### src/logic/font_rom.hex
6
9
9
9
9
6
2
6
2
2
2
7
E
1
6
8
8
F
E
1
6
1
1
E
9
9
6
6
9
9
6
9
2
4
0
4
E
9
9
E
8
8
A
5
A
5
A
5

### src/logic/video_pkg.sv
`default_nettype none

package video_pkg;

	typedef logic [2:0] rgb_t;

	// Bit 2 red, bit 1 green, bit 0 blue
	localparam rgb_t C_BLACK   = 3'b000;
	localparam rgb_t C_BLUE    = 3'b001;
	localparam rgb_t C_GREEN   = 3'b010;
	localparam rgb_t C_CYAN    = 3'b011;
	localparam rgb_t C_RED     = 3'b100;
	localparam rgb_t C_MAGENTA = 3'b101;
	localparam rgb_t C_YELLOW  = 3'b110;
	localparam rgb_t C_WHITE   = 3'b111;

	// Glyph size and cell pitch with one spacing column and row
	localparam int FONT_W      = 4;
	localparam int FONT_H      = 6;
	localparam int CELL_W      = FONT_W + 1;
	localparam int CELL_H      = FONT_H + 1;
	localparam int GLYPH_COUNT = 8;

endpackage

`default_nettype wire

### src/logic/text_pkg.sv
`default_nettype none

package text_pkg;

	typedef struct packed {
		logic       kind;
		logic       inverse;
		logic [5:0] code;
	} char_view_t;

	typedef struct packed {
		logic       kind;
		logic [3:0] unused;
		logic [2:0] color;
	} tile_view_t;

	// One cell word, read as a character or as a pin tile
	typedef union packed {
		char_view_t chr;
		tile_view_t tile;
	} text_cell_u;

	localparam logic CELL_KIND_TILE = 1'b1;

	localparam logic [9:0] ADDR_CTRL    = 10'h200;
	localparam logic [9:0] ADDR_PALETTE = 10'h204;

	// Field positions inside the control and palette words
	localparam int CTRL_SCALE_LSB   = 0;
	localparam int CTRL_SEL_ROW_LSB = 8;
	localparam int PAL_BG_LSB       = 0;
	localparam int PAL_TEXT_LSB     = 4;
	localparam int PAL_SEL_BG_LSB   = 8;
	localparam int PAL_SEL_TEXT_LSB = 12;

endpackage

`default_nettype wire

### src/logic/font_rom.sv
`timescale 1ns/1ns
`default_nettype none

module font_rom (
	input  logic       clk,
	input  logic [5:0] addr,
	output logic [3:0] row
);

	localparam int DEPTH = video_pkg::GLYPH_COUNT * video_pkg::FONT_H;

	// Row r of glyph g sits at g*FONT_H + r, MSB is the leftmost pixel
	logic [3:0] mem [0:DEPTH-1];

	initial begin
		$readmemh("/design/src/logic/font_rom.hex", mem);
	end

	always_ff @(posedge clk) begin
		if (32'(addr) < DEPTH)
			row <= mem[addr];
		else
			row <= 4'd0;
	end

endmodule

`default_nettype wire

### src/logic/apb_text_regs.sv
`timescale 1ns/1ns
`default_nettype none

module apb_text_regs #(
	parameter int TEXT_COLS = 16,
	parameter int TEXT_ROWS = 8
) (
	input  logic                 clk,
	input  logic                 rst_n,
	input  logic [9:0]           paddr,
	input  logic                 psel,
	input  logic                 penable,
	input  logic                 pwrite,
	input  logic [31:0]          pwdata,
	output logic [31:0]          prdata,
	output logic                 pready,
	output logic                 pslverr,
	input  logic [6:0]           vid_addr,
	output text_pkg::text_cell_u vid_cell,
	output logic [2:0]           scale,
	output logic [2:0]           sel_row,
	output video_pkg::rgb_t      pal_bg,
	output video_pkg::rgb_t      pal_text,
	output video_pkg::rgb_t      pal_sel_bg,
	output video_pkg::rgb_t      pal_sel_text
);

	localparam int CELLS = TEXT_COLS * TEXT_ROWS;

	text_pkg::text_cell_u cell_ram [0:CELLS-1];
	text_pkg::text_cell_u ram_q;

	logic [6:0] cell_idx;
	logic hit_cell;
	logic hit_ctrl;
	logic hit_pal;
	logic access;
	logic wr_en;
	logic rd_wait;
	logic [31:0] ctrl_word;
	logic [31:0] pal_word;
	logic [2:0] scale_in;

	assign cell_idx = paddr[8:2];
	assign hit_cell = !paddr[9] && (paddr[1:0] == 2'b00) && (32'(cell_idx) < CELLS);
	assign hit_ctrl = paddr == text_pkg::ADDR_CTRL;
	assign hit_pal  = paddr == text_pkg::ADDR_PALETTE;

	assign access  = psel && penable;
	assign wr_en   = access && pwrite;
	// Writes finish at once, reads after one wait state
	assign pready  = access && (pwrite || rd_wait);
	assign pslverr = pready && !(hit_cell || hit_ctrl || hit_pal);

	// Scale outside 1 to 4 is clamped
	always_comb begin
		scale_in = pwdata[text_pkg::CTRL_SCALE_LSB +: 3];
		if (scale_in == 3'd0)
			scale_in = 3'd1;
		else if (scale_in > 3'd4)
			scale_in = 3'd4;
	end

	always_ff @(posedge clk or negedge rst_n) begin
		if (!rst_n) begin
			rd_wait      <= 1'b0;
			scale        <= 3'd1;
			sel_row      <= 3'd7;
			pal_bg       <= video_pkg::C_BLACK;
			pal_text     <= video_pkg::C_BLACK;
			pal_sel_bg   <= video_pkg::C_BLACK;
			pal_sel_text <= video_pkg::C_BLACK;
		end else begin
			rd_wait <= access && !pwrite && !rd_wait;
			if (wr_en && hit_ctrl) begin
				scale   <= scale_in;
				sel_row <= pwdata[text_pkg::CTRL_SEL_ROW_LSB +: 3];
			end
			if (wr_en && hit_pal) begin
				pal_bg       <= pwdata[text_pkg::PAL_BG_LSB +: 3];
				pal_text     <= pwdata[text_pkg::PAL_TEXT_LSB +: 3];
				pal_sel_bg   <= pwdata[text_pkg::PAL_SEL_BG_LSB +: 3];
				pal_sel_text <= pwdata[text_pkg::PAL_SEL_TEXT_LSB +: 3];
			end
		end
	end

	// Cell RAM, APB port plus registered video port
	always_ff @(posedge clk) begin
		if (wr_en && hit_cell)
			cell_ram[cell_idx] <= pwdata[7:0];
		ram_q    <= cell_ram[cell_idx];
		vid_cell <= cell_ram[vid_addr];
	end

	always_comb begin
		ctrl_word = '0;
		ctrl_word[text_pkg::CTRL_SCALE_LSB +: 3]   = scale;
		ctrl_word[text_pkg::CTRL_SEL_ROW_LSB +: 3] = sel_row;
		pal_word = '0;
		pal_word[text_pkg::PAL_BG_LSB +: 3]       = pal_bg;
		pal_word[text_pkg::PAL_TEXT_LSB +: 3]     = pal_text;
		pal_word[text_pkg::PAL_SEL_BG_LSB +: 3]   = pal_sel_bg;
		pal_word[text_pkg::PAL_SEL_TEXT_LSB +: 3] = pal_sel_text;
	end

	always_comb begin
		prdata = '0;
		if (rd_wait) begin
			if (hit_cell)
				prdata = {24'd0, ram_q};
			else if (hit_ctrl)
				prdata = ctrl_word;
			else if (hit_pal)
				prdata = pal_word;
		end
	end

endmodule

`default_nettype wire

### src/logic/video_timing.sv
`timescale 1ns/1ns
`default_nettype none

module video_timing #(
	parameter int H_ACTIVE  = 96,
	parameter int H_FRONT   = 4,
	parameter int H_SYNC    = 8,
	parameter int H_BACK    = 4,
	parameter int V_ACTIVE  = 48,
	parameter int V_FRONT   = 2,
	parameter int V_SYNC    = 2,
	parameter int V_BACK    = 2,
	parameter int TEXT_COLS = 16,
	parameter int TEXT_ROWS = 8
) (
	input  logic       clk,
	input  logic       rst_n,
	input  logic [2:0] scale,
	output logic       cell_start,
	output logic [6:0] cell_index,
	output logic [2:0] font_row,
	output logic [2:0] font_col,
	output logic       in_grid,
	output logic       hsync_la,
	output logic       vsync_la,
	output logic       de_la
);

	localparam int H_TOTAL = H_ACTIVE + H_FRONT + H_SYNC + H_BACK;
	localparam int V_TOTAL = V_ACTIVE + V_FRONT + V_SYNC + V_BACK;
	localparam int HW = $clog2(H_TOTAL);
	localparam int VW = $clog2(V_TOTAL);

	logic [HW-1:0] hcnt;
	logic [VW-1:0] vcnt;
	logic [HW-1:0] cx;
	logic [VW-1:0] cy;
	logic [2:0] sub_x;
	logic [2:0] sub_y;
	logic [2:0] fx;
	logic [2:0] fy;
	logic [2:0] sub_max;
	logic line_end;

	assign sub_max  = scale - 3'd1;
	assign line_end = hcnt == HW'(H_TOTAL - 1);

	// Horizontal position and scaled cell column
	always_ff @(posedge clk or negedge rst_n) begin
		if (!rst_n) begin
			hcnt  <= '0;
			sub_x <= '0;
			fx    <= '0;
			cx    <= '0;
		end else if (line_end) begin
			hcnt  <= '0;
			sub_x <= '0;
			fx    <= '0;
			cx    <= '0;
		end else begin
			hcnt <= hcnt + 1'b1;
			if (hcnt < HW'(H_ACTIVE)) begin
				if (sub_x >= sub_max) begin
					sub_x <= '0;
					if (fx == 3'(video_pkg::CELL_W - 1)) begin
						fx <= '0;
						cx <= cx + 1'b1;
					end else begin
						fx <= fx + 1'b1;
					end
				end else begin
					sub_x <= sub_x + 1'b1;
				end
			end
		end
	end

	// Vertical counters step once per line
	always_ff @(posedge clk or negedge rst_n) begin
		if (!rst_n) begin
			vcnt  <= '0;
			sub_y <= '0;
			fy    <= '0;
			cy    <= '0;
		end else if (line_end) begin
			if (vcnt == VW'(V_TOTAL - 1)) begin
				vcnt  <= '0;
				sub_y <= '0;
				fy    <= '0;
				cy    <= '0;
			end else begin
				vcnt <= vcnt + 1'b1;
				if (vcnt < VW'(V_ACTIVE)) begin
					if (sub_y >= sub_max) begin
						sub_y <= '0;
						if (fy == 3'(video_pkg::CELL_H - 1)) begin
							fy <= '0;
							cy <= cy + 1'b1;
						end else begin
							fy <= fy + 1'b1;
						end
					end else begin
						sub_y <= sub_y + 1'b1;
					end
				end
			end
		end
	end

	assign de_la    = (hcnt < HW'(H_ACTIVE)) && (vcnt < VW'(V_ACTIVE));
	assign hsync_la = (hcnt >= HW'(H_ACTIVE + H_FRONT)) &&
		(hcnt < HW'(H_ACTIVE + H_FRONT + H_SYNC));
	assign vsync_la = (vcnt >= VW'(V_ACTIVE + V_FRONT)) &&
		(vcnt < VW'(V_ACTIVE + V_FRONT + V_SYNC));

	assign cell_start = de_la && (sub_x == '0) && (fx == '0);
	assign in_grid    = de_la && (cx < HW'(TEXT_COLS)) && (cy < VW'(TEXT_ROWS));
	assign cell_index = 7'(32'(cy) * TEXT_COLS + 32'(cx));
	assign font_col   = fx;
	assign font_row   = fy;

endmodule

`default_nettype wire

### src/logic/fetch_sequencer.sv
`timescale 1ns/1ns
`default_nettype none

module fetch_sequencer (
	input  logic                 clk,
	input  logic                 rst_n,
	input  logic                 cell_start,
	input  logic [6:0]           cell_index,
	input  logic [2:0]           font_row,
	input  logic                 in_grid,
	input  text_pkg::text_cell_u vid_cell,
	output logic [6:0]           vid_addr,
	output logic [5:0]           rom_addr,
	input  logic [3:0]           rom_row,
	output logic [3:0]           glyph_row,
	output text_pkg::text_cell_u cell_out,
	output logic                 glyph_valid
);

	localparam logic [1:0] S_IDLE    = 2'd0;
	localparam logic [1:0] S_CELL    = 2'd1;
	localparam logic [1:0] S_GLYPH   = 2'd2;
	localparam logic [1:0] S_PRESENT = 2'd3;

	// Past the last glyph, the ROM answers with an empty row
	localparam logic [5:0] BLANK_ADDR = 6'd63;

	logic [1:0] state;
	logic [2:0] row_q;
	logic grid_q;
	text_pkg::text_cell_u cell_q;

	// Cell RAM read goes out in the cell_start cycle
	assign vid_addr = cell_index;

	always_comb begin
		rom_addr = BLANK_ADDR;
		if (state == S_CELL && vid_cell.chr.kind != text_pkg::CELL_KIND_TILE &&
				vid_cell.chr.code < 6'(video_pkg::GLYPH_COUNT)) begin
			rom_addr = 6'(vid_cell.chr.code * video_pkg::FONT_H + row_q);
		end
	end

	always_ff @(posedge clk or negedge rst_n) begin
		if (!rst_n) begin
			state       <= S_IDLE;
			grid_q      <= 1'b0;
			glyph_valid <= 1'b0;
		end else begin
			case (state)
				S_IDLE, S_PRESENT: begin
					if (cell_start) begin
						state  <= S_CELL;
						grid_q <= in_grid;
					end else begin
						state <= S_IDLE;
					end
				end
				S_CELL:  state <= S_GLYPH;
				S_GLYPH: begin
					state       <= S_PRESENT;
					glyph_valid <= grid_q;
				end
				default: state <= S_IDLE;
			endcase
		end
	end

	always_ff @(posedge clk) begin
		if (cell_start)
			row_q <= font_row;
		if (state == S_CELL)
			cell_q <= vid_cell;
		// Cells off the grid go out blank
		if (state == S_GLYPH) begin
			glyph_row <= grid_q ? rom_row : 4'd0;
			cell_out  <= grid_q ? cell_q : '0;
		end
	end

endmodule

`default_nettype wire

### src/logic/pixel_shader.sv
`timescale 1ns/1ns
`default_nettype none

module pixel_shader (
	input  logic                 clk,
	input  logic                 rst_n,
	input  logic [3:0]           glyph_row,
	input  text_pkg::text_cell_u cell_out,
	input  logic                 glyph_valid,
	input  logic [2:0]           font_col,
	input  logic [2:0]           font_row,
	input  logic                 in_grid,
	input  logic                 hsync_la,
	input  logic                 vsync_la,
	input  logic                 de_la,
	input  logic [2:0]           sel_row,
	input  video_pkg::rgb_t      pal_bg,
	input  video_pkg::rgb_t      pal_text,
	input  video_pkg::rgb_t      pal_sel_bg,
	input  video_pkg::rgb_t      pal_sel_text,
	output video_pkg::rgb_t      rgb,
	output logic                 hsync,
	output logic                 vsync,
	output logic                 de
);

	// Glyph data trails the lookahead flags by this many cycles
	localparam int LAT = 3;
	localparam logic [1:0] COL_MSB = 2'(video_pkg::FONT_W - 1);

	logic [4:0] row_cnt;
	logic [4:0] row_now;
	logic [2:0] prev_fy;
	logic sel_hit;
	logic [10:0] flags;
	logic [10:0] pipe [0:LAT-1];
	logic de_d;
	logic hs_d;
	logic vs_d;
	logic grid_d;
	logic sel_d;
	logic [2:0] col_d;
	logic [2:0] row_d;
	logic glyph_bit;
	video_pkg::rgb_t bg;
	video_pkg::rgb_t fg;
	video_pkg::rgb_t pix;

	// Text row tracked from font row wrap
	assign row_now = (de_la && font_row != prev_fy && font_row == 3'd0) ?
		row_cnt + 5'd1 : row_cnt;
	assign sel_hit = row_now == {2'b00, sel_row};

	always_ff @(posedge clk or negedge rst_n) begin
		if (!rst_n) begin
			row_cnt <= '0;
			prev_fy <= '0;
		end else if (vsync_la) begin
			row_cnt <= '0;
			prev_fy <= '0;
		end else begin
			row_cnt <= row_now;
			if (de_la)
				prev_fy <= font_row;
		end
	end

	assign flags = {de_la, hsync_la, vsync_la, in_grid, sel_hit, font_col, font_row};

	always_ff @(posedge clk or negedge rst_n) begin
		if (!rst_n) begin
			for (int i = 0; i < LAT; i++)
				pipe[i] <= '0;
		end else begin
			pipe[0] <= flags;
			for (int i = 1; i < LAT; i++)
				pipe[i] <= pipe[i-1];
		end
	end

	assign {de_d, hs_d, vs_d, grid_d, sel_d, col_d, row_d} = pipe[LAT-1];

	assign bg = sel_d ? pal_sel_bg : pal_bg;
	assign fg = sel_d ? pal_sel_text : pal_text;
	assign glyph_bit = glyph_row[COL_MSB - col_d[1:0]] ^ cell_out.chr.inverse;

	always_comb begin
		if (!de_d)
			pix = video_pkg::C_BLACK;
		else if (!grid_d || !glyph_valid)
			pix = bg;
		else if (col_d == 3'(video_pkg::FONT_W) || row_d == 3'(video_pkg::FONT_H))
			pix = bg;
		else if (cell_out.tile.kind == text_pkg::CELL_KIND_TILE)
			pix = cell_out.tile.color;
		else
			pix = glyph_bit ? fg : bg;
	end

	always_ff @(posedge clk or negedge rst_n) begin
		if (!rst_n) begin
			rgb   <= video_pkg::C_BLACK;
			de    <= 1'b0;
			hsync <= 1'b0;
			vsync <= 1'b0;
		end else begin
			rgb   <= pix;
			de    <= de_d;
			hsync <= hs_d;
			vsync <= vs_d;
		end
	end

endmodule

`default_nettype wire

### src/logic/text_renderer.sv
`timescale 1ns/1ns
`default_nettype none

module text_renderer #(
	parameter int H_ACTIVE  = 96,
	parameter int H_FRONT   = 4,
	parameter int H_SYNC    = 8,
	parameter int H_BACK    = 4,
	parameter int V_ACTIVE  = 48,
	parameter int V_FRONT   = 2,
	parameter int V_SYNC    = 2,
	parameter int V_BACK    = 2,
	parameter int TEXT_COLS = 16,
	parameter int TEXT_ROWS = 8
) (
	input  logic                clk,
	input  logic                rst_n,
	input  logic [9:0]          paddr,
	input  logic                psel,
	input  logic                penable,
	input  logic                pwrite,
	input  logic [31:0]         pwdata,
	output logic [31:0]         prdata,
	output logic                pready,
	output logic                pslverr,
	output video_pkg::rgb_t     rgb,
	output logic                hsync,
	output logic                vsync,
	output logic                de
);

	logic [6:0] vid_addr;
	text_pkg::text_cell_u vid_cell;
	logic [2:0] scale;
	logic [2:0] sel_row;
	video_pkg::rgb_t pal_bg;
	video_pkg::rgb_t pal_text;
	video_pkg::rgb_t pal_sel_bg;
	video_pkg::rgb_t pal_sel_text;

	logic cell_start;
	logic [6:0] cell_index;
	logic [2:0] font_row;
	logic [2:0] font_col;
	logic in_grid;
	logic hsync_la;
	logic vsync_la;
	logic de_la;

	logic [5:0] rom_addr;
	logic [3:0] rom_row;
	logic [3:0] glyph_row;
	text_pkg::text_cell_u cell_out;
	logic glyph_valid;

	apb_text_regs #(
		.TEXT_COLS (TEXT_COLS),
		.TEXT_ROWS (TEXT_ROWS)
	) u_regs (
		.clk          (clk),
		.rst_n        (rst_n),
		.paddr        (paddr),
		.psel         (psel),
		.penable      (penable),
		.pwrite       (pwrite),
		.pwdata       (pwdata),
		.prdata       (prdata),
		.pready       (pready),
		.pslverr      (pslverr),
		.vid_addr     (vid_addr),
		.vid_cell     (vid_cell),
		.scale        (scale),
		.sel_row      (sel_row),
		.pal_bg       (pal_bg),
		.pal_text     (pal_text),
		.pal_sel_bg   (pal_sel_bg),
		.pal_sel_text (pal_sel_text)
	);

	video_timing #(
		.H_ACTIVE  (H_ACTIVE),
		.H_FRONT   (H_FRONT),
		.H_SYNC    (H_SYNC),
		.H_BACK    (H_BACK),
		.V_ACTIVE  (V_ACTIVE),
		.V_FRONT   (V_FRONT),
		.V_SYNC    (V_SYNC),
		.V_BACK    (V_BACK),
		.TEXT_COLS (TEXT_COLS),
		.TEXT_ROWS (TEXT_ROWS)
	) u_timing (
		.clk        (clk),
		.rst_n      (rst_n),
		.scale      (scale),
		.cell_start (cell_start),
		.cell_index (cell_index),
		.font_row   (font_row),
		.font_col   (font_col),
		.in_grid    (in_grid),
		.hsync_la   (hsync_la),
		.vsync_la   (vsync_la),
		.de_la      (de_la)
	);

	fetch_sequencer u_fetch (
		.clk         (clk),
		.rst_n       (rst_n),
		.cell_start  (cell_start),
		.cell_index  (cell_index),
		.font_row    (font_row),
		.in_grid     (in_grid),
		.vid_cell    (vid_cell),
		.vid_addr    (vid_addr),
		.rom_addr    (rom_addr),
		.rom_row     (rom_row),
		.glyph_row   (glyph_row),
		.cell_out    (cell_out),
		.glyph_valid (glyph_valid)
	);

	font_rom u_font (
		.clk  (clk),
		.addr (rom_addr),
		.row  (rom_row)
	);

	pixel_shader u_shader (
		.clk          (clk),
		.rst_n        (rst_n),
		.glyph_row    (glyph_row),
		.cell_out     (cell_out),
		.glyph_valid  (glyph_valid),
		.font_col     (font_col),
		.font_row     (font_row),
		.in_grid      (in_grid),
		.hsync_la     (hsync_la),
		.vsync_la     (vsync_la),
		.de_la        (de_la),
		.sel_row      (sel_row),
		.pal_bg       (pal_bg),
		.pal_text     (pal_text),
		.pal_sel_bg   (pal_sel_bg),
		.pal_sel_text (pal_sel_text),
		.rgb          (rgb),
		.hsync        (hsync),
		.vsync        (vsync),
		.de           (de)
	);

endmodule

`default_nettype wire

### config.mk
export PLATFORM = sky130hd
export DESIGN_NAME = text_renderer
export DESIGN_NICKNAME = d
export VERILOG_FILES = /design/src/logic/video_pkg.sv /design/src/logic/text_pkg.sv /design/src/logic/font_rom.sv /design/src/logic/apb_text_regs.sv /design/src/logic/video_timing.sv /design/src/logic/fetch_sequencer.sv /design/src/logic/pixel_shader.sv /design/src/logic/text_renderer.sv
export SDC_FILE = /design/constraint.sdc
export NUM_CORES = 2
export LEC_CHECK = 0
export ABC_AREA = 0
export BUFFER_PORTS_ARGS = -buffer_cell sky130_fd_sc_hd__buf_2
export CORE_UTILIZATION = 45
export DETAILED_ROUTE_END_ITERATION = 8
export SLEW_MARGIN = 20
export SYNTH_ARGS = -nofsm -noshare
export SYNTH_HDL_FRONTEND = slang
export SYNTH_SLANG_ARGS = --single-unit
### constraint.sdc
create_clock -name clk -period 4.4 [get_ports clk]
set_input_delay 0.22 -clock clk [delete_from_list [all_inputs] [get_ports clk]]
set_output_delay 0.22 -clock clk [all_outputs]
set_load 0.01 [all_outputs]
==> metrics <==
status completed; Die Area 113,000 µm²; Lkg Pwr 18.3 nW; global route total overflow 0; Final Max Tran Viols 0; WL/cell 31.8 µm; Std-Cell Rows 122; setup violators final 0; Post-DP HPWL 88.1 mm; PortBufs 50; Synth Area in XOR/XNOR 0.419%; crit end category output pin; number of gates resized after cts 0; share of the synthesized area in the top cell type 61.9%; crit path max fanout 15; most used cell, CP buf_2; switching power 6.14 mW; Slew headroom 23.2%; CP cell instances dlygate4sd3_1 > buf_2 > nor2_4 > nand2_4 > or4_4 > nor3_1 > buf_4 > a222oi_1 > inv_1 > buf_2; WS Path Type in -> out; placed insts 4,163; Ports 87; worst reg2reg endpoint u_regs.vid_cell[6]$_DFF_P_; Synth Area in Simple Gates 3.79%; DIE HEIGHT 336 µm; Final Hold Viols 0; crit path to prdata[0]; clk_lat worst skew 0.74 ns; DRT Wirelength 140 mm; unique cell type count in the Yosys netlist 80; synth cell count leaders 1,034 x edfxtp_1, 319 x mux4_2, 160 x nor2_1, 146 x o22ai_1, 139 x mux2i_1; actual slew at the worst max-slew pin 1.15 ns; via count 28,200; total CTS buffers 130; slowest CP cell nor3_1; clock skew 0.0357 ns; Tcrit/Tclk final 77.5%; pre-CTS setup slack 0.952 ns; dominant synthesized flop cell edfxtp_1; # DRC 0; initial antenna violation count 6; worst setup slack after layout 0.989 ns; Design Power 26.0 mW; Crit path required time 4.18 ns; GPL Wtd Cong 0.873; CTS tree yes; sum of negative setup slack 0 ns; Cell Pwr Density 461 nW/µm²; post-synthesis compound-gate area fraction 4.72%; P&R area growth vs syn 12.6%; cell internal pwr 19.9 mW; top-count cell post-synth edfxtp_1; mux share of post-synthesis cell area 20.0%; Sequential Power Share 47.1%; number of enable flip-flop cells after synthesis 1,034; CTS Sinks 1,155; fraction of layout instances using a drive strength above 1 24.6%; Final nets 2,884; clock-pin slew on the worst setup and hold paths 0.06 ns; Cell Area, Placed 52,100 µm²; largest family of logic cells by synthesized area multiplexers; MaxCap Viol Count 0; Critical Path Start paddr[8]; Max VDD drop 0.390 mV; Syn Std Cell Area 50,200 µm²; #FFs+latches synth 1,155; f_max 293 MHz; CTS Buffer Depth 3; core area 111,000 µm²; largest net degree at the start of global routing 89; Die Span X 336 µm; CTS Root Cell clkbuf_16; async set-reset flop share out of synthesis 9.35%; crit path DAT 3.19 ns; Total Routing Usage GR 25.1%; register area share after synthesis 67.8%; Clk network pwr share 41.7%; Post-Syn Instances 2,701; post-synthesis area per instance 18.6 µm²; crit path launch type input pin; r2r startpoint u_timing.cx[2]$_DFFE_PN0P_; Finished Cell Area 56,500 µm²; worst r2r path cells 6; post-route ant nets 0; number of global-route vias before repair 28,500; Ys Warns 0; RSZ-0062 raised after global routing no; post-route minimum period 3.41 ns; Starting Density 45.4%; crit-path max cell delay 0.60 ns; FF-to-FF setup slack 1.17 ns; Synth area leaders edfxtp_1 62%, mux4_2 14%, dfrtp_1 5.2%, mux2i_1 2.8%, mux4_1 1.9%; Sw Ratio 23.6%; wire length of the first global-routing pass 202 mm; combinational power share 11.2%; hold crit path type in -> reg; Adder-Cell Fraction of Synth Area 0.544%; Iter 0 DRT Violations 3,348; Yosys top cell by area edfxtp_1; CTS H-tree depth 4; via density per instance 6.40; Finished Layout Cells 4,408; DR pass1 iterations 7
## kinds of logic (layout without fill, tap and decap cells)
group           after synthesis  count (layout)
compound gates              355             355
xor+xnor                     24              24
fa+ha+maj                    22              22
buf+inv                     221             422
flops                      1155            1155
mux                         525             525
other cells                   1              19
simple gates                398             398
## state kept, by name (all words and copies together) (netlist names), 5 cells and up
name	flops
u_fetch.cell_out	5
u_regs.cell_ram	1024
u_regs.ram_q	8
u_fetch.cell_q	5
u_shader.row_cnt	5
u_shader.pipe	27
u_timing.vcnt	6
u_timing.cx	7
u_regs.vid_cell	5
u_timing.hcnt	7
u_timing.cy	6
## worst max-delay path: cells and delay by family
| family | cells | cell delay [ns] |
|---|---|---|
| AND/OR/NAND/NOR | 4 | 1.49 |
| buffers and inverters | 5 | 1.36 |
| AO/OA/AOI/OAI | 1 | 0.10 |
## metrics by stage
stage	hold slack [ns]	util, %
after global placement	0.332	47.1
after floorplan	-0.0756	-
after global routing	0.0679	51.1
after CTS	0.0391	51.1
after detailed placement	0.335	47.1
final	0.0662	51.1
## how the worst min path moves through the flow
stage	startpoint	end	slack [ns]	cells past startpoint
after floorplan	rst_n	u_fetch.glyph_valid$_DFFE_PN0P_	-0.08	0
after global placement	u_shader.pipe[22]$_DFF_PN0_	u_shader.pipe[11]$_DFF_PN0_	0.33	0
after detailed placement	u_shader.pipe[18]$_DFF_PN0_	u_shader.grid_d$_DFF_PN0_	0.33	0
after CTS	pwdata[1]	u_regs.cell_ram[80][1]$_DFFE_PP_	0.04	1
after global routing	pwdata[1]	u_regs.cell_ram[80][1]$_DFFE_PP_	0.07	1
final	pwdata[1]	u_regs.cell_ram[80][1]$_DFFE_PP_	0.07	1
## metal layers
metal  vias up  part of all wire, %  GRT usage [%]
met4         8                  3.5           9.08
met2      1571                   47           39.0
met3       265                  9.9           6.64
met5         -                0.033              0
met1     14800                   40           34.2
li1      11500                    -              -
## cell type report
cell class | count | area, µm²
Clock inverter | 70 | 696
Sequential cell | 1155 | 34000
Timing Repair Buffer | 166 | 1370
Multi-Input combinational cell | 1342 | 14800
Tap cell | 1488 | 1860
Clock buffer | 162 | 3560
Fill cell | 8835 | 54100
Antenna cell | 1 | 2.50
Inverter | 24 | 90.1
## layout by cell type (no fill, tap or decap), drive strengths merged, types with 30 or more instances in the layout
cell type and instances:
edfxtp 1034, mux4 364, nor2 163, clkbuf 162, buf 155, o22ai 146
mux2i 139, dfrtp 104, nand2 73, o21ai 54, clkinv 51, a21oi 37
nor4 37, a221oi 37, nand3 30
## power groups by stage
stage / registers (mW) / clock network (mW) / logic (mW)
finish: 12.3 / 10.8 / 2.91
global route: 12.3 / 11.4 / 3.06
CTS: 12.3 / 11.0 / 2.90
detailed placement: 12.5 / 0 / 2.88
global placement: 12.5 / 0 / 2.84
floorplan: 12.4 / 0 / 2.17
## timing repair
action | in CTS | in global routing
hold endpoints to repair | 80 | 30
buffers inserted | 0 | 0
hold buffers | 10 | 1
setup endpoints to repair | 0 | 0
(Power assumes the default switching activity.)
